## src/hw/fetch_pkg.sv

```systemverilog
// shared widths, reset pc, memory sizing, jal opcode
// instruction union with base and J-format views, jal target helper
package fetch_pkg;

  localparam int XLEN      = 64;
  localparam int INST_W    = 32;
  localparam int MEM_WORDS = 256;
  localparam int MEM_IDX_W = $clog2(MEM_WORDS);
  localparam int JIMM_W    = 21;             // J immediate incl. implied bit 0

  typedef logic [XLEN-1:0]      addr_t;
  typedef logic [MEM_IDX_W-1:0] mem_idx_t;

  localparam addr_t       PC_START = 64'h8000_0000;
  localparam addr_t       PC_STEP  = 64'd4;  // one instruction
  localparam logic [6:0]  OP_JAL   = 7'b1101111;

  typedef struct packed {
    logic [INST_W-8:0] upper;
    logic [6:0]        opcode;
  } inst_base_t;

  // J-format, immediate bits scrambled as in the ISA
  typedef struct packed {
    logic       imm_20;
    logic [9:0] imm_10_1;
    logic       imm_11;
    logic [7:0] imm_19_12;
    logic [4:0] rd;
    logic [6:0] opcode;
  } inst_j_t;

  typedef union packed {
    inst_base_t base;
    inst_j_t    j;
  } inst_t;

  // pc + sign extended J immediate
  function automatic addr_t jal_target(inst_t inst, addr_t pc);
    logic [JIMM_W-1:0] imm;
    imm = {inst.j.imm_20, inst.j.imm_19_12, inst.j.imm_11, inst.j.imm_10_1, 1'b0};
    return pc + {{(XLEN-JIMM_W){imm[JIMM_W-1]}}, imm};
  endfunction

endpackage

```

## src/hw/jump_resolver.sv

```systemverilog
// stand-in for the later stages: holds each fetched word for one cycle,
// retires it and reports the JAL target
module jump_resolver (
  input  logic              clk,
  input  logic              rst,

  input  logic              i_fetched,
  input  fetch_pkg::addr_t  i_pc,
  input  fetch_pkg::inst_t  i_inst,

  output logic              o_retire,
  output logic              o_jmp,
  output fetch_pkg::addr_t  o_jmp_addr
);

  fetch_pkg::addr_t pc_q;
  fetch_pkg::inst_t inst_q;
  logic             retire_q;
  logic             is_jal;

  //////////////////////////////////////////////////////////////////////
  // capture

  always_ff @(posedge clk) begin
    if (rst) begin
      retire_q <= 1'b0;
    end else begin
      retire_q <= i_fetched;          // retire one cycle after fetch
    end
  end

  always_ff @(posedge clk) begin
    if (i_fetched) begin
      pc_q   <= i_pc;
      inst_q <= i_inst;
    end
  end

  //////////////////////////////////////////////////////////////////////
  // decode

  // opcode through the base view
  assign is_jal = (inst_q.base.opcode == fetch_pkg::OP_JAL);

  assign o_retire = retire_q;
  assign o_jmp    = retire_q & is_jal;

  // immediate through the J view, valid while o_retire is high
  assign o_jmp_addr = fetch_pkg::jal_target(inst_q, pc_q);

endmodule

```

## config.mk

```make
export PLATFORM = sky130hd
export DESIGN_NAME = jump_resolver
export DESIGN_NICKNAME = d
export VERILOG_FILES = /design/src/hw/fetch_pkg.sv /design/src/hw/jump_resolver.sv
export SDC_FILE = /design/constraint.sdc
export NUM_CORES = 1
export LEC_CHECK = 0
export BUFFER_PORTS_ARGS = -buffer_cell sky130_fd_sc_hd__buf_4
export CAP_MARGIN = 20
export CORE_MARGIN = 8
export CORE_UTILIZATION = 41
export CTS_CLUSTER_DIAMETER = 80
export DETAILED_ROUTE_END_ITERATION = 8
export HOLD_SLACK_MARGIN = 0.05
export PLACE_DENSITY = 0.64
export SYNTH_ARGS = -nofsm -noshare
export SYNTH_HDL_FRONTEND = slang
export SYNTH_SLANG_ARGS = --single-unit
```

## constraint.sdc

```tcl
create_clock -name clk -period 4.56 [get_ports clk]
set_clock_uncertainty 0.2 [all_clocks]
set_input_delay 0.228 -clock clk [delete_from_list [all_inputs] [get_ports clk]]
set_output_delay 0.228 -clock clk [all_outputs]
set_load 0.05 [all_outputs]
```

Yosys cells after proc, flatten, opt, wreduce, memory -nomap -nowiden:

Index checks and enable logic that the tools add are counted.

* bits of input ports: 99
* word-level logic and storage cells: 6
* output and inout bits: 66
* register bits after elaboration: 97

* bitwise operators: 1
* equality and inequality tests: 1
* $add $sub $neg: 1

Operator list (count)
* 64-bit adder: 1
* 7-bit == test (second input constant): 1
* 1-bit bitwise AND: 1

Longest topological paths before layout:

* depth in word-level cells: 2
* depth in mapped cells: 11

Least setup slack after synthesis:

Ideal clock, no wire load.

* kind: reg2out
* start: register inst_q[31] in the netlist's numbering
* end: output port o_jmp_addr[63]
* arrival time: 5.413 ns
* cell stages (with the launch flop): 11
* data required time: 4.132 ns
* path buffers: 1
* path slack: -1.281 ns
* cells stage by stage: edfxtp_1 > ha_1 > clkbuf_1 > and3_1 > nand4_1 > nor4_1 > o21ai_1 > a31oi_1 > a31oi_1 > mux2i_1 > a2111oi_0

* word-level cells in the longest chain between the ends: 1

Ends and longest elaborated chain
* start: declaration: line jump_resolver.sv:17 `fetch_pkg::inst_t inst_q;`
* start signal: assignment: line jump_resolver.sv:35 `inst_q <= i_inst;`
* 64-bit adder: line fetch_pkg.sv:42 `return pc + {{(XLEN-JIMM_W){imm[JIMM_W-1]}}, imm};`
* end: declaration: line jump_resolver.sv:13 `output fetch_pkg::addr_t o_jmp_addr`

No other way between the ends.

Worst setup path after layout:

* start: register pc_q[1]
* end: output port o_jmp_addr[63]

* word-level cells in the longest chain between the ends: 1

Ends and longest elaborated chain
* start: declaration: line jump_resolver.sv:16 `fetch_pkg::addr_t pc_q;`
* start signal: assignment: line jump_resolver.sv:34 `pc_q <= i_pc;`
* 64-bit adder: line fetch_pkg.sv:42

No other way between the ends.

==> results_dict.tcl <==
set metrics [dict create \
    via_per_inst 5.363 \
    vias 5948 \
    synth_seq_area_share_pct 42.74 \
    relSlewSlack_pct 53.81 \
    nFillCells 1325 \
    path_clk_slew_ns 0.08 \
    cts_root_buf "clkbuf_16" \
    wl_um 19030 \
    cpMostUsedCell "a31oi_1" \
    finalCritPeriodShare_pct 94.20 \
    ys_warn_count 0 \
    worstSetupStartpointType "flop" \
    port_buffers 159 \
    grt_pass1_vias 6270 \
    ys_ff_latch 92 \
    drc_errors 0 \
    tightest_slew_ns 0.6929 \
    first_pass_iters 5 \
    io_pins 165 \
    yosysTopAreaCell "edfxtp_1" \
    core_area_um2 15600 \
    syn_inst 647 \
    post-route-min-period_ns 4.296 \
    maxCapViolCount 0 \
    gp_congestion 0.8726 \
    cts.sinks 92 \
    min_path_cells 1 \
    cts_max_path_buffers 2 \
    finalPower_w 0.003805 \
    fmax_ghz 0.2328 \
    fp.dieW_um 141.3 \
    tns_ns 0 \
    synthTopCellsByArea "edfxtp_1 42%, ha_1 12%, a21oi_1 5.6%, xnor2_1 3.9%, xor2_1 3.9%" \
    critPathTopFamily "compound AO/OA/AOI/OAI gates" \
    netlist_area_um2 6440 \
    cp_num_buf_inv 2 \
    path_cells "ha_1, fa_1, a211oi_1, o211ai_1, a31oi_1, buf_4, nor4_2, o21ai_1, a31oi_1, a31oi_1, mux2i_1, a2111oi_2, buf_4" \
    power.density_nw_per_um2 418.9 \
    rows 46 \
    netlist.area_leader.share_pct 42.43 \
    min_from "i_fetched" \
    status "finished, final reports clean" \
    whs_endpoint "inst_q[6]" \
    cts-htree-levels 3 \
    rsz0062_at_grt "false" \
    leakage_nw 3.839 \
    peakVddDrop_uv 338.8 \
    ys_types 57 \
    ant_nets 0 \
    min_path_type "in2reg" \
    antenna_found_initial 1 \
    grt_pass1_wl_um 31140 \
    grt_max_degree 55 \
    report.final.hold_viol_count 0 \
    areaGrowthSynthToFinish_pct 41.05 \
    setup.worst_path.end_class "output pin" \
    cts_tree "done" \
    fin_nets 1049 \
    routedWlPerCell_um 17.16 \
    cts_buffers 9 \
    ys.flop_type "edfxtp_1" \
    die_height_um 141.3 \
    setup_viol 0 \
    grt.overflow.total 0 \
    crit_slowest_cell "fa_1" \
    first_iter_violations 369 \
    grt.total_usage_pct 19.26 \
    die-area_um2 19970 \
    drive_above_1_share_pct 21.75 \
    criticalPathCategory "reg2out" \
    finish.utilization_pct 58.24 \
    cpPeakStageDelay_ns 0.44 \
    final-max-slew-violation-count 0 \
    async_flop_share_pct 0 \
    place_hpwl_um 14120 \
    crit_required_ns 4.13 \
    cp.arrival_ns 3.87 \
    synth_area_per_cell_um2 9.954 \
    start_util_pct 41.29 \
    critPathMaxFanout 4 \
    syn_nets 809 \
    synth_edf_count 91 \
]
==> registers in the layout, indices dropped and copies added, names as in the netlist <==
signal / cells
pc_q: 64
o_retire: 1
inst_q: 27
==> cell usage in the layout (no fill, tap or decap), drive strengths merged, types with 7 or more instances in the layout <==
master       netlist  final
inv               11     15
o21ai             37     37
ha                62     62
clkbuf            27      9
a21oi             73     73
nand2             59     59
nand3             17     17
a31oi             11     11
xnor2             29     29
nand4             22     22
edfxtp            91     91
o211ai             8      8
and3               7      7
nor3               8      8
o21bai            16     16
xor2              29     29
nor2              41     41
buf                3    167
dlygate4sd3        0     92
nand2b             7      7
a21o              27     27
==> Yosys cell counts (8+ instances only) <==
cell      number
nand3_1       17
clkbuf_1      27
a21o_1        26
o21bai_1      16
xor2_1        29
ha_1          62
nand4_1       22
a31oi_1       11
nand2_1       59
inv_1         11
a21oi_1       72
nor3_1         8
o21ai_0       35
nor2_1        41
edfxtp_1      91
xnor2_1       29
==> what timing repair did <==
| action | in CTS | in global routing |
|---|---|---|
| setup buffers | 0 | 2 |
| endpoints found under the hold margin | 92 | 0 |
| gates resized for setup | 0 | 2 |
| hold buffers | 92 | 0 |
| endpoints found under the setup margin | 0 | 4 |
==> metrics by stage <==
step	instance area [um^2]	hold WS [ns]	setup slack, ns	instances
3_5_place_dp	7843	0.1969	0.4662	998
6_report	9084	0.2352	0.2645	1109
5_1_grt	9084	0.2793	0.03192	1109
2_1_floorplan	6452	0.09961	0.05537	647
4_1_cts	9056	0.2535	0.05140	1106
3_3_place_gp	7843	0.1912	0.6014	998
==> worst max path at each step <==
stage                           from              to  slack, ns  cells after the start
after CTS                 inst_q[31]  o_jmp_addr[63]       0.05                     10
after global placement    inst_q[31]  o_jmp_addr[63]       0.60                     10
after global routing         pc_q[1]  o_jmp_addr[63]       0.03                     13
after detailed placement  inst_q[31]  o_jmp_addr[63]       0.47                     10
after floorplan           inst_q[31]  o_jmp_addr[63]       0.06                     10
final                        pc_q[1]  o_jmp_addr[63]       0.26                     13
==> cell type report <==
type | instances | area, um^2 | share of cell area [%]
Multi-Input combinational cell | 514 | 3550 | 39.08
Clock buffer | 9 | 225.2 | 2.479
Clock inverter | 7 | 67.56 | 0.7438
Antenna cell | 1 | 2.502 | 0.02755
Tap cell | 216 | 270.3 | 2.975
Sequential cell | 92 | 2753 | 30.30
Timing Repair Buffer | 259 | 2175 | 23.94
Inverter | 11 | 41.29 | 0.4545
==> routing by layer <==
metal  track usage (%)  part of all wire [%]  up-vias
met2             32.27                    48      164
met3             5.847                   6.3       21
met5                 0                     0        -
met1             23.78                    44     2827
li1                  -                     -     2936
met4             4.751                   1.5        0
==> report_power, final <==
group,total (W),internal (W),switching (W)
Sequential,0.00103,0.00100,0.0000247
Clock,0.000750,0.000385,0.000366
Combinational,0.00203,0.000680,0.00135
==> logic make-up (layout without fill, tap and decap cells) <==
family	after synthesis	in the layout	synth area share, %
AO/OA/AOI/OAI	210	210	20.79
AND/OR/NAND/NOR	181	181	13.43
flip-flops	92	92	42.74
adder cells (fa/ha/maj)	63	63	12.36
XOR/XNOR	58	58	7.888
buffers and inverters	41	286	2.487
multiplexers	2	2	0.3109
other	0	1	0
No activity file was read; power rests on OpenSTA's default activity.
