File: src/hw/fetch_pkg.sv
// shared widths, reset pc, memory sizing, jal opcode
// instruction union with base and J-format views, jal target helper
package fetch_pkg;

  localparam int XLEN      = 64;
  localparam int INST_W    = 32;
  localparam int MEM_WORDS = 256;
  localparam int MEM_IDX_W = $clog2(MEM_WORDS);
  localparam int JIMM_W    = 21;             // J immediate incl. implied bit 0

  typedef logic [XLEN-1:0]      addr_t;
  typedef logic [MEM_IDX_W-1:0] mem_idx_t;

  localparam addr_t       PC_START = 64'h8000_0000;
  localparam addr_t       PC_STEP  = 64'd4;  // one instruction
  localparam logic [6:0]  OP_JAL   = 7'b1101111;

  typedef struct packed {
    logic [INST_W-8:0] upper;
    logic [6:0]        opcode;
  } inst_base_t;

  // J-format, immediate bits scrambled as in the ISA
  typedef struct packed {
    logic       imm_20;
    logic [9:0] imm_10_1;
    logic       imm_11;
    logic [7:0] imm_19_12;
    logic [4:0] rd;
    logic [6:0] opcode;
  } inst_j_t;

  typedef union packed {
    inst_base_t base;
    inst_j_t    j;
  } inst_t;

  // pc + sign extended J immediate
  function automatic addr_t jal_target(inst_t inst, addr_t pc);
    logic [JIMM_W-1:0] imm;
    imm = {inst.j.imm_20, inst.j.imm_19_12, inst.j.imm_11, inst.j.imm_10_1, 1'b0};
    return pc + {{(XLEN-JIMM_W){imm[JIMM_W-1]}}, imm};
  endfunction

endpackage

File: src/hw/fetch_bus_if.sv
// fetch request bus between fetch unit and instruction memory
interface fetch_bus_if;

  logic             req;    // level, held until ack
  fetch_pkg::addr_t addr;   // stable while req is high
  logic             ack;    // single cycle per request
  fetch_pkg::inst_t rdata;  // valid with ack

  // fetch side
  modport fetcher (
    output req,
    output addr,
    input  ack,
    input  rdata
  );

  // memory side
  modport memory (
    input  req,
    input  addr,
    output ack,
    output rdata
  );

endinterface

File: src/hw/fetch_unit.sv
// fetch FSM: request level, pc prediction, wrong-path discard and refetch
// publishes each fetched word with its pc for one cycle
module fetch_unit (
  input  logic                clk,
  input  logic                rst,

  fetch_bus_if.fetcher        bus,

  input  logic                i_retire,    // previous instruction done
  input  logic                i_jmp,
  input  fetch_pkg::addr_t    i_jmp_addr,
  output fetch_pkg::addr_t    o_pc,
  output fetch_pkg::inst_t    o_inst,
  output logic                o_fetched
);

  logic             handshake;
  logic             mispredict;
  logic             redirect;       // next handshake is wrong path
  fetch_pkg::addr_t pc_pred;        // last fetched pc + 4
  fetch_pkg::addr_t saved_target;

  assign handshake  = bus.req & bus.ack;
  assign mispredict = i_jmp & (i_jmp_addr != pc_pred);

  //////////////////////////////////////////////////////////////////////
  // request control

  always_ff @(posedge clk) begin
    if (rst) begin
      bus.req <= 1'b1;              // first fetch right out of reset
    end else if (handshake) begin
      bus.req <= redirect;          // keep asking when refetching
    end else if (i_retire) begin
      bus.req <= 1'b1;
    end
  end

  //////////////////////////////////////////////////////////////////////
  // jump redirect

  always_ff @(posedge clk) begin
    if (rst) begin
      redirect <= 1'b0;
    end else if (handshake) begin
      redirect <= 1'b0;             // wrong-path word consumed
    end else if (mispredict) begin
      redirect <= 1'b1;
    end
  end

  always_ff @(posedge clk) begin
    if (mispredict) begin
      saved_target <= i_jmp_addr;
    end
  end

  //////////////////////////////////////////////////////////////////////
  // address, prediction and publish

  always_ff @(posedge clk) begin
    if (rst) begin
      bus.addr  <= fetch_pkg::PC_START;
      pc_pred   <= fetch_pkg::PC_START;
      o_fetched <= 1'b0;
    end else begin
      o_fetched <= handshake & ~redirect;
      if (handshake) begin
        if (redirect) begin
          bus.addr <= saved_target;     // drop data, go to target
        end else begin
          bus.addr <= bus.addr + fetch_pkg::PC_STEP;
          pc_pred  <= bus.addr + fetch_pkg::PC_STEP;
        end
      end
    end
  end

  // payload toward the later stages
  always_ff @(posedge clk) begin
    if (handshake & ~redirect) begin
      o_pc   <= bus.addr;
      o_inst <= bus.rdata;
    end
  end

endmodule

File: src/flat_wrapper.sv
// flat-port wrapper written by rule: the top's interface ports become plain ports
module fetch_unit_flat 
  (clk, rst, i_retire, i_jmp, i_jmp_addr, o_pc, o_inst, o_fetched, bus_req, bus_addr, bus_ack, bus_rdata);
  fetch_bus_if bus_i ();
  input  logic clk;
  input  logic rst;
  input  logic i_retire;
  input  logic i_jmp;
  input  fetch_pkg::addr_t i_jmp_addr;
  output fetch_pkg::addr_t o_pc;
  output fetch_pkg::inst_t o_inst;
  output logic o_fetched;
  output wire logic [$bits(bus_i.req)-1:0] bus_req;
  output wire logic [$bits(bus_i.addr)-1:0] bus_addr;
  input wire logic [$bits(bus_i.ack)-1:0] bus_ack;
  input wire logic [$bits(bus_i.rdata)-1:0] bus_rdata;
  assign bus_req = bus_i.req;
  assign bus_addr = bus_i.addr;
  assign bus_i.ack = bus_ack;
  assign bus_i.rdata = bus_rdata;
  fetch_unit u_core (.clk(clk), .rst(rst), .bus(bus_i), .i_retire(i_retire), .i_jmp(i_jmp), .i_jmp_addr(i_jmp_addr), .o_pc(o_pc), .o_inst(o_inst), .o_fetched(o_fetched));
endmodule
File: config.mk
export PLATFORM = sky130hd
export DESIGN_NAME = fetch_unit_flat
export DESIGN_NICKNAME = d
export VERILOG_FILES = /design/src/hw/fetch_pkg.sv /design/src/hw/fetch_bus_if.sv /design/src/hw/fetch_unit.sv /design/src/flat_wrapper.sv
export SDC_FILE = /design/constraint.sdc
export NUM_CORES = 1
export LEC_CHECK = 0
export ABC_CLOCK_PERIOD_IN_PS = 5340
export BUFFER_PORTS_ARGS = -buffer_cell sky130_fd_sc_hd__buf_2
export CORE_UTILIZATION = 50
export DETAILED_ROUTE_END_ITERATION = 7
export GPL_TIMING_DRIVEN = 1
export PLACE_DENSITY = 0.84
export SLEW_MARGIN = 0
export SYNTH_ARGS = -nofsm -noshare
export SYNTH_HDL_FRONTEND = slang
export SYNTH_SLANG_ARGS = --single-unit
File: constraint.sdc
create_clock -name clk -period 5.34 [get_ports clk]
set_input_delay 0.534 -clock clk [delete_from_list [all_inputs] [get_ports clk]]
set_output_delay 0.534 -clock clk [all_outputs]
set_load 0.01 [all_outputs]
* Yosys cells after proc, flatten, opt, wreduce, memory -nomap -nowiden
Index checks and enable logic that the tools add are counted.
** Cells by class
- Add/sub/neg operators :: 1
- Reduce and logical (&&, ||, !) cells :: 3
- Multipliers :: 0
- Order comparisons :: 0
- Equality and inequality tests :: 1
- Divide/modulo/power cells :: 0
- Mux-type cells :: 3
- Bitwise gates (word level) :: 4
- Shift operators :: 0
** Operators by type and width (number)
- 64-bit by 3-bit adder with 64-bit output, second input constant :: 1
- 64-bit two-way mux :: 1
- 64-bit inequality test :: 1
- 1-bit bitwise AND :: 3
- 1-bit two-way mux :: 2
- 2-bit AND reduction :: 1
- 2-bit nonzero test :: 1
- 2-bit OR reduction :: 1
- 1-bit inverter :: 1
** Storage, ports and cells
- Bits in read-only memories :: 0
- Register bits after elaboration :: 291
- Bits in latches :: 0
- Logic and storage cells :: 20
- Memories :: 0
- RAM bits :: 0
- Input port bits :: 101
- Output and inout bits :: 162

* Longest topological paths before layout
Gate-level depths: netlist of run 1.
- Word-level depth :: 2
- Mapped depth :: 9
- Gate-level depth less buffers :: 6

* Worst setup path before layout of run 1
Ideal clock, no wire load.
- Path kind :: input-to-reg
- Start :: input port bus_ack
- End :: register u_core.o_inst[0] in the netlist's numbering, enable pin
- Cell stages on the path :: 7
- Data required time :: 4.843 ns
- Library setup time :: 0.497 ns
- Path buffers :: 4
- Data arrival time :: 4.338 ns
- Setup slack :: 0.505 ns
- Path through :: and2_1 -> clkbuf_1 -> nand2_1 -> clkbuf_1 -> inv_2 -> clkbuf_1 -> buf_1
** Between the ends
- Word-level cells in the longest chain between the ends :: 2
** RTL lines
- start: declaration :: RTL line flat_wrapper.sv:15 : input wire logic [$bits(bus_i.ack)-1:0] bus_ack;
- 1-bit bitwise AND :: RTL line fetch_unit.sv:23 : assign handshake = bus.req & bus.ack;
- 1-bit bitwise AND :: RTL line fetch_unit.sv:81 : if (handshake & ~redirect) begin
- end signal: assignment :: RTL line fetch_unit.sv:83 : o_inst <= bus.rdata;
- end: declaration :: RTL line fetch_unit.sv:13 : output fetch_pkg::inst_t o_inst,
Every way passes these cells.
A chain may end at the register's enable or synchronous reset.

* Worst setup path in the final report of run 1
- Start :: register u_core.bus.addr[2]
- End :: register u_core.bus.addr[56]
** Between the ends
- Word-level cells in the longest chain between the ends :: 2
** RTL lines
- start: declaration :: RTL line fetch_bus_if.sv:12 : output addr,
- start signal: assignment :: RTL line fetch_unit.sv:63 : bus.addr <= fetch_pkg::PC_START;
- start signal: assignment :: RTL line fetch_unit.sv:70 : bus.addr <= saved_target;
- start signal: assignment :: RTL line fetch_unit.sv:72 : bus.addr <= bus.addr + fetch_pkg::PC_STEP;
- 64-bit by 3-bit adder with 64-bit output :: RTL line fetch_unit.sv:72
- 64-bit two-way mux :: RTL line fetch_unit.sv:69 : if (redirect) begin
Every way passes these cells.

==> flow_summary.ini, run 1 <==
[run_status]
run_status = finished, final reports clean

[synth]
synth-async-reset-ratio = 0
syn-cell-area_um2 = 12700
avg_cell_area_syn_um2 = 10.8
yosys_warnings = 0
synth-seq-cells = 291
synth_top_area_share = 0.377
synth.net_count = 1280
synth_common_cells = sky130_fd_sc_hd__edfxtp_1, sky130_fd_sc_hd__dfxtp_1, sky130_fd_sc_hd__nand2_1, sky130_fd_sc_hd__xnor2_1, sky130_fd_sc_hd__o21ai_0
sequential_to_total_area_share_from_yosys_stat = 0.583
yosysTopAreaCell = sky130_fd_sc_hd__edfxtp_1
synth_cell_type_count = 58
yosysMostFrequentCell = sky130_fd_sc_hd__edfxtp_1
synth_ff_type = sky130_fd_sc_hd__edfxtp_1
netlist_instances = 1178
number_of_enable_flip_flop_cells_after_synthesis = 160
synthTopCellsByArea = sky130_fd_sc_hd__edfxtp_1, sky130_fd_sc_hd__dfxtp_1, sky130_fd_sc_hd__xnor2_1

[cts]
clock_latency_ns = 0.56
tritoncts.num_buffers = 31
postCtsHoldBufs = 0
cts.sinks = 291
cts_root_buffer = sky130_fd_sc_hd__clkbuf_16
cts_max_path_buffers = 3
cts_tree = yes
cts.clk_slew.worst_paths_ns = 0.07
cts_repair_resized_insts = 0
cts_setup_buffers = 0
clock_tree.htree_level_count = 1

[worst_setup_path]
crit_path_start_kind = register
worstSetupPathType = register to register
worstSetupEndpointType = register
crit_fanout = 19
cp_data_arrival_time_ns = 3.76
timing.critical_path.required_ns = 5.81

[worst_hold_path]
hold_path_class = input port to register

[floorplan]
rows = 58
chipHeight_um = 162
die_width_um = 162
dieArea_um2 = 26100
core_um2 = 25100
pin_count = 263
floorplan.initialDensity = 0.508

[global_route]
largest_net_degree_at_the_start_of_global_routing = 93
grt_remaining_overflow = 0
grt_antenna_before_repair = 0
first_pass_grt_wire_length_mm = 56.6
number_of_global_route_vias_before_repair = 9880
grt_usage = 0.278

[power]
leakage_nw = 5.40
power_density_nw_per_um2 = 356
finalPower_mw = 5.43
ir_worst_vdd_v = 0.000197

[routing]
wl_per_cell_um = 21.4
firstDrtPassIters = 6
drtAntennaViolNets = 0
first_iter_violations = 1411
vias = 10948
total_wire_length_mm = 37.3
drt_drc_violations_left = 0
vias_per_cell = 6.26

[timing]
period_minus_slack_ns = 3.29
hold_ws_ns = 0.147
tightest_slew_ns = 1.25
timing.slew.headroom = 0.164
finalMaxSlewViolations = 0
fin_crit_sh = 0.616
number_of_hold_violations_in_the_final_report = 0
setup-violations-final = 0
max_freq_ghz = 0.304
total_negative_slack_ns = 0
grt_setup_unrepaired = no
finClkSkew_ns = 0.0218

[flow_run]
max_cap_viol_count = 0

[place]
dpl_hpwl_mm = 24.6
port_buffers = 262
final_weighted_congestion_in_routability_driven_placement = 0.905

[final_layout]
share_of_final_layout_standard_cells_stronger_than_drive_strength_1 = 0.244
nNetsFinal = 1495
syn2layout_area_growth_pct = 19.7
final.fill_count = 2040
multiInputGateArea_um2 = 4930
register_area_um2 = 7430
==> sequential cells by signal, summed over array words and instances (netlist names) <==
name	count
u_core.saved_target	64
u_core.o_pc	64
u_core.bus.req	1
u_core.bus.addr	64
u_core.pc_pred	64
u_core.redirect	1
u_core.o_inst	32
u_core.o_fetched	1
==> stage by stage <==
stage,setup slack [ns],instance area (um^2),util,std cells
2_1_floorplan,0.505,12700,-,1178
3_3_place_gp,2.28,14200,0.567,1690
3_5_place_dp,2.14,14200,0.567,1690
4_1_cts,2.12,15300,0.608,1747
5_1_grt,1.85,15300,0.608,1747
6_report,2.05,15300,0.608,1748
==> worst paths after layout <==
check	from	to	slack, ns	depth (start not counted)
min	bus_rdata[2]	u_core.o_inst[2]$_DFFE_PP_	0.15	1
min reg2reg	u_core.pc_pred[21]$_SDFFE_PP0P_	u_core.pc_pred[21]$_SDFFE_PP0P_	0.47	2
max reg2reg	u_core.bus.addr[2]$_SDFFE_PP0P_	u_core.bus.addr[56]$_SDFFE_PP0P_	2.05	6
max	u_core.bus.addr[2]$_SDFFE_PP0P_	u_core.bus.addr[56]$_SDFFE_PP0P_	2.05	6
==> cell usage in the layout, fill, tap and decap left out, types with 9 or more instances in the layout <==
master	instances
sky130_fd_sc_hd__or3_1	38
sky130_fd_sc_hd__a22oi_1	36
sky130_fd_sc_hd__nor2_1	64
sky130_fd_sc_hd__xnor2_1	79
sky130_fd_sc_hd__a31oi_1	32
sky130_fd_sc_hd__o21ai_0	73
sky130_fd_sc_hd__dfxtp_1	131
sky130_fd_sc_hd__o31ai_1	10
sky130_fd_sc_hd__nor3_1	25
sky130_fd_sc_hd__clkbuf_16	31
sky130_fd_sc_hd__a21oi_1	57
sky130_fd_sc_hd__and3_1	13
sky130_fd_sc_hd__o211ai_1	10
sky130_fd_sc_hd__or4_1	23
sky130_fd_sc_hd__a221oi_1	9
sky130_fd_sc_hd__mux2i_1	9
sky130_fd_sc_hd__nor4_1	16
sky130_fd_sc_hd__nand2_1	93
sky130_fd_sc_hd__a311oi_1	21
sky130_fd_sc_hd__buf_2	262
sky130_fd_sc_hd__nand3_1	37
sky130_fd_sc_hd__nand4_1	43
sky130_fd_sc_hd__buf_4	12
sky130_fd_sc_hd__and4_1	10
sky130_fd_sc_hd__edfxtp_1	160
==> per-layer routing <==
layer  track usage  up-vias  share of wire
met5       0.00947        -        0.00062
met4         0.116        2          0.039
met3        0.0498       94           0.11
met2         0.432      734           0.45
met1         0.382     5179           0.39
li1              -     4939              -
==> final cells by class <==
type,instances,share of cell area
tap,330,0.0270
antenna,1,0.000164
clock buffer,43,0.0577
sequential,291,0.487
multi-input combinational,786,0.323
clock inverter,14,0.0102
inverter,8,0.00229
timing repair buffer,275,0.0931
==> where the power goes <==
part           switching (mW)  internal (mW)
Clock                   0.880           1.29
Combinational           0.356          0.218
Sequential              0.137           2.55
==> worst max-delay path: stages (launching register included) <==
cell                      delay (ns)
sky130_fd_sc_hd__dfxtp_1        0.50
sky130_fd_sc_hd__ha_1           0.27
sky130_fd_sc_hd__nand4_1        0.26
sky130_fd_sc_hd__nor4_4         0.57
sky130_fd_sc_hd__nand3_1        0.61
sky130_fd_sc_hd__or4b_2         0.80
sky130_fd_sc_hd__a31oi_1        0.18
==> kinds of logic (layout without fill, tap and decap cells) <==
group | after synthesis | count (layout) | share of synthesized area
DFF | 291 | 291 | 0.583
AOI/OAI and AO/OA | 294 | 294 | 0.150
buffers and inverters | 101 | 340 | 0.0312
xor gates and xnor gates | 87 | 87 | 0.0598
and+or+nand+nor | 390 | 390 | 0.164
other | 0 | 1 | 0
adders and majority gates | 1 | 1 | 0.000981
muxes | 14 | 14 | 0.0115
Note: power is estimated with default switching activity, not from simulation.
==> inputs of run 2 (changes only) <==
ABC_CLOCK_PERIOD_IN_PS = 3060   (was 5340)
clock period = 3.06 ns   (was 5.34 ns; I/O delays follow)
==> flow_summary.ini, run 2 (synthesis gave the netlist of run 1 again) <==
[worst_setup_path]
worst-r2r-cell-count = 6
rr_startpoint = u_core.bus.addr[2]$_SDFFE_PP0P_
worstSetupPathType = register to register
reg2reg_slack_ns = 0.28
timing.critical_path.required_ns = 3.55
crit_fanout = 13
cp_data_arrival_time_ns = 3.27
worstSetupEndpointType = register
worstReg2RegEnd = u_core.bus.addr[56]$_SDFFE_PP0P_
crit_path_start_kind = register
setup.worst_path.start = u_core.bus.addr[2]$_SDFFE_PP0P_

[timing]
finalMaxSlewViolations = 0
grt_setup_unrepaired = no
period_minus_slack_ns = 2.78
setup-violations-final = 0
hold_ws_ns = 0.0482
fin_crit_sh = 0.908
setup_slack_ns = 0.281
tightest_slew_ns = 1.14
max_freq_ghz = 0.360
number_of_hold_violations_in_the_final_report = 0
total_negative_slack_ns = 0
finClkSkew_ns = 0.0153
timing.slew.headroom = 0.241

[flow_run]
max_cap_viol_count = 0

[worst_hold_path]
hold_depth = 1
hold_path_startpoint = i_jmp_addr[62]
hold-path-endpoint = u_core.saved_target[62]$_DFFE_PP_
hold_path_class = input port to register

[floorplan]
floorplan.initialDensity = 0.508
rows = 58
pin_count = 263
chipHeight_um = 162
die_width_um = 162
dieArea_um2 = 26100
core_um2 = 25100

[power]
finalPower_mw = 9.58
power_density_nw_per_um2 = 582
seqPwrFrac = 0.486
p_clk_frac = 0.393
p_int_mw = 7.17
p_sw_mw = 2.41
sw_frac_of_total = 0.252
leakage_nw = 5.96
ir_worst_vdd_v = 0.000428
p_comb_frac = 0.121

[cts]
cts_max_path_buffers = 3
cts.clk_slew.worst_paths_ns = 0.06
cts_tree = yes
cts_root_buffer = sky130_fd_sc_hd__clkbuf_16
clock_latency_ns = 0.56
tritoncts.num_buffers = 30
cts_repair_resized_insts = 0
cts.sinks = 291
clock_tree.htree_level_count = 1
cts_setup_buffers = 0

[place]
dpl_hpwl_mm = 26.1
port_buffers = 262
pre_cts_ws_ns = 0.319
final_weighted_congestion_in_routability_driven_placement = 0.931
dpl-instance-area_um2 = 14500
dp_cells = 1721

[final_layout]
syn2layout_area_growth_pct = 29.1
share_of_final_layout_standard_cells_stronger_than_drive_strength_1 = 0.243
nNetsFinal = 1621
final-instance-count-excl-fill = 1873
mostFrequentLayoutCell = sky130_fd_sc_hd__buf_2
antennaDiodeCount = 0
final.fill_count = 1907
finish.utilization = 0.655
mostFrequentLayoutCells = sky130_fd_sc_hd__buf_2, sky130_fd_sc_hd__edfxtp_1, sky130_fd_sc_hd__dfxtp_1
stdcell_area_um2 = 16500

[global_route]
grt_antenna_before_repair = 0
grt_remaining_overflow = 0
number_of_global_route_vias_before_repair = 10826
first_pass_grt_wire_length_mm = 59.8
grt_usage = 0.296
largest_net_degree_at_the_start_of_global_routing = 142

[routing]
wl_per_cell_um = 21.1
total_wire_length_mm = 39.5
drt_drc_violations_left = 0
first_iter_violations = 1275
firstDrtPassIters = 5
vias = 11412
drtAntennaViolNets = 0
vias_per_cell = 6.09

[run_status]
run_status = finished, final reports clean
==> run 2: cell count changes in the layout (fill, tap and decap cells not counted), sizes merged <==
cell and change:
diode -1, inv -2, clkinv +2, buf +31, clkbuf -1, dlygate4sd3 +96
==> run 2: worst max-delay path by stage <==
stage,slack (ns),cells after the start,end
global placement,0.40,5,u_core.pc_pred[45]$_SDFFE_PP0P_
finish,0.28,6,u_core.bus.addr[56]$_SDFFE_PP0P_
CTS,0.32,6,u_core.bus.addr[56]$_SDFFE_PP0P_
floorplan,0.46,5,u_core.saved_target[0]$_DFFE_PP_
global route,0.11,6,u_core.bus.addr[56]$_SDFFE_PP0P_
detailed placement,0.32,6,u_core.bus.addr[56]$_SDFFE_PP0P_
==> run 2: final cells by class <==
type	count	area [um^2]	area share
clock buffers	42	877	0.0533
clock inverters	14	145	0.00882
inverters	8	35.0	0.00213
multi-input cells	786	4930	0.300
flip-flops and latches	291	7430	0.451
well taps	330	413	0.0251
repair buffers	402	2630	0.160
==> run 2: repair_timing <==
item                                   in CTS  in global routing
setup endpoints to repair                   0                  0
endpoints found under the hold margin      95                  1
hold buffers                               95                  1
==> run 2: layer usage <==
metal / up-vias / share of wire / wire length (um) / global-route usage
li1: 5180 / - / - / -
met1: 5368 / 0.40 / 15600 / 0.391
met2: 723 / 0.44 / 17500 / 0.454
met3: 141 / 0.11 / 4350 / 0.0677
met4: 0 / 0.052 / 2040 / 0.161
met5: - / 0 / 0 / 0
==> run 2: power by group through the flow <==
stage | logic [mW] | clock network (mW) | registers (mW)
floorplan | 0.530 | 0 | 4.74
detailed placement | 1.04 | 0 | 4.73
global placement | 1.02 | 0 | 4.71
global route | 1.24 | 3.93 | 4.68
CTS | 1.14 | 3.78 | 4.65
finish | 1.16 | 3.76 | 4.66
==> run 2: critical path: stages (launching register included) <==
cell                      delay, ns
sky130_fd_sc_hd__dfxtp_1       0.47
sky130_fd_sc_hd__ha_1          0.27
sky130_fd_sc_hd__nand4_1       0.25
sky130_fd_sc_hd__nor4_4        0.34
sky130_fd_sc_hd__nand3_1       0.44
sky130_fd_sc_hd__or4b_2        0.78
sky130_fd_sc_hd__a31oi_1       0.17
==> inputs of run 3 (changes only) <==
ABC_AREA = 1   (was unset)
==> flow_summary.ini, run 3 <==
[run_status]
run_status = finished, final reports clean

[final_layout]
register_area_um2 = 7430
multiInputGateArea_um2 = 4260
nNetsFinal = 1848
antennaDiodeCount = 0
stdcell_area_um2 = 16100
mostFrequentLayoutCell = sky130_fd_sc_hd__nand2_1
syn2layout_area_growth_pct = 29.8
mostFrequentLayoutCells = sky130_fd_sc_hd__nand2_1, sky130_fd_sc_hd__buf_2, sky130_fd_sc_hd__edfxtp_1
share_of_final_layout_standard_cells_stronger_than_drive_strength_1 = 0.210
final.fill_count = 1935

[global_route]
grt_usage = 0.266
grt_remaining_overflow = 0
number_of_global_route_vias_before_repair = 10408
first_pass_grt_wire_length_mm = 54.1
grt_antenna_before_repair = 0
largest_net_degree_at_the_start_of_global_routing = 152

[synth]
synth.net_count = 1490
yosys_warnings = 0
sequential_to_total_area_share_from_yosys_stat = 0.598
avg_cell_area_syn_um2 = 8.94
yosysMostFrequentCell = sky130_fd_sc_hd__nand2_1
netlist_instances = 1388
synthTopCellsByArea = sky130_fd_sc_hd__edfxtp_1, sky130_fd_sc_hd__dfxtp_1, sky130_fd_sc_hd__nand2_1
number_of_enable_flip_flop_cells_after_synthesis = 160
syn-cell-area_um2 = 12400
yosysTopAreaCell = sky130_fd_sc_hd__edfxtp_1
synth_ff_type = sky130_fd_sc_hd__edfxtp_1
synth-seq-cells = 291
synth_common_cells = sky130_fd_sc_hd__nand2_1, sky130_fd_sc_hd__edfxtp_1, sky130_fd_sc_hd__nor2_1, sky130_fd_sc_hd__inv_1, sky130_fd_sc_hd__a21oi_1
synth-async-reset-ratio = 0
synth_top_area_share = 0.387
synth_cell_type_count = 31

[timing]
finClkSkew_ns = 0.00964
number_of_hold_violations_in_the_final_report = 0
finalMaxSlewViolations = 0
setup-violations-final = 0
grt_setup_unrepaired = no
total_negative_slack_ns = 0
tightest_slew_ns = 0.952
fin_crit_sh = 0.770
setup_slack_ns = 0.704
period_minus_slack_ns = 2.36
max_freq_ghz = 0.424
timing.slew.headroom = 0.365

[cts]
cts.clk_slew.worst_paths_ns = 0.06
clock_tree.htree_level_count = 1
clock_latency_ns = 0.55
cts_repair_resized_insts = 0
cts_root_buffer = sky130_fd_sc_hd__clkbuf_16
cts.sinks = 291
cts_tree = yes
cts_max_path_buffers = 3
tritoncts.num_buffers = 30

[place]
port_buffers = 262
dpl-instance-area_um2 = 14100
pre_cts_ws_ns = 0.677
final_weighted_congestion_in_routability_driven_placement = 0.963
dpl_hpwl_mm = 23.7

[worst_setup_path]
max_stage_delay_ns = 0.53
crit_path_start_kind = input port
crit_fanout = 34
cp_slowest_cell = sky130_fd_sc_hd__dlygate4sd3_1
cp_num_buf_inv = 4
worstSetupPathType = input port to register
cells_along_the_critical_path = dlygate4sd3_1 > buf_2 > xor2_1 > nor2_1 > nand2_1 > nor2_1 > nand2_1 > nor2_1 > nand2_1 > nand2_1 > inv_2 > buf_12
worstSetupEndpointType = register
crit_cells = 12
worst-r2r-cell-count = 12
cp_data_arrival_time_ns = 2.64
timing.critical_path.required_ns = 3.35
worst_path_most_repeated_cell = sky130_fd_sc_hd__nand2_1
critical_path_s_top_delay_family = buffers and inverters

[floorplan]
pin_count = 263
floorplan.initialDensity = 0.510
die_width_um = 160
core_um2 = 24300
rows = 57
dieArea_um2 = 25500
chipHeight_um = 160

[routing]
firstDrtPassIters = 5
total_wire_length_mm = 34.4
drt_drc_violations_left = 0
drtAntennaViolNets = 0
vias = 11011
wl_per_cell_um = 16.4
first_iter_violations = 927
vias_per_cell = 5.26

[worst_hold_path]
hold_depth = 3
hold_path_class = input port to register

[power]
power_density_nw_per_um2 = 563
leakage_nw = 6.59
ir_worst_vdd_v = 0.000542

[flow_run]
max_cap_viol_count = 0
run 3: cell types whose count changed after synthesis, moves of 38 or more:
cell	previous run	this run
sky130_fd_sc_hd__nand2_1	94	365
sky130_fd_sc_hd__inv_1	5	144
sky130_fd_sc_hd__nor2_1	64	157
sky130_fd_sc_hd__a21oi_1	57	137
sky130_fd_sc_hd__xnor2_1	79	6
sky130_fd_sc_hd__o21ai_0	73	16
sky130_fd_sc_hd__clkbuf_1	70	31
sky130_fd_sc_hd__or3_1	38	0
run 3: logic make-up (layout without fill, tap and decap cells):
group	Yosys count	after routing	synth area share
xor gates and xnor gates	19	19	0.0134
adders and majority gates	1	1	0.00101
and+or+nand+nor	647	647	0.218
buffers and inverters	195	577	0.0596
DFF	291	291	0.598
AOI/OAI and AO/OA	235	235	0.110
run 3: layout make-up:
type / count / area share
Clock buffer: 42 / 0.0564
Clock inverter: 14 / 0.00955
Inverter: 154 / 0.0359
Multi-Input combinational cell: 902 / 0.264
Sequential cell: 291 / 0.461
Tap cell: 324 / 0.0252
Timing Repair Buffer: 367 / 0.148
run 3: final timing paths:
kind,startpoint,slack (ns),to
worst min register to register,u_core.bus.addr[0]$_SDFFE_PP0P_,0.46,u_core.o_pc[0]$_DFFE_PP_
worst max-delay path,i_jmp_addr[2],0.70,u_core.saved_target[32]$_DFFE_PP_
worst min-delay path,i_retire,0.07,u_core.bus.req$_SDFFE_PP1P_
worst max register to register,u_core.pc_pred[3]$_SDFFE_PP0P_,0.75,u_core.saved_target[32]$_DFFE_PP_
run 3: worst reg2reg max path: cells and delay by family (launching register included):
family	cells	cell delay (ns)
and+or+nand+nor	9	0.98
buffers and inverters	3	0.68
DFF	1	0.36
run 3: timing repair:
| item | CTS | global route |
|---|---|---|
| endpoints found under the setup margin | 0 | 0 |
| hold buffers | 96 | 0 |
| hold endpoints to repair | 96 | 0 |
| buffers inserted | 0 | 0 |
run 3: power breakdown:
group	switching, mW	total, mW	internal, mW
Combinational	0.446	0.760	0.314
Clock	1.51	3.83	2.32
Sequential	0.120	4.48	4.36
run 3: routing by layer:
layer	wire [um]	vias up	global-route usage
met5	0	-	0
met4	1120	0	0.0953
met3	2700	85	0.0393
met1	14400	5110	0.355
met2	16200	492	0.440
li1	-	5324	-
run 3: per-stage QoR:
| stage | util | instances | power, mW | hold WS (ns) |
|---|---|---|---|---|
| after floorplan | - | 1388 | 4.89 | 0.405 |
| after global placement | 0.579 | 1942 | 5.19 | 0.453 |
| after detailed placement | 0.579 | 1942 | 5.21 | 0.449 |
| after CTS | 0.663 | 2094 | 9.12 | 0.0518 |
| after global routing | 0.663 | 2094 | 9.36 | 0.103 |
| final | 0.663 | 2094 | 9.07 | 0.0675 |
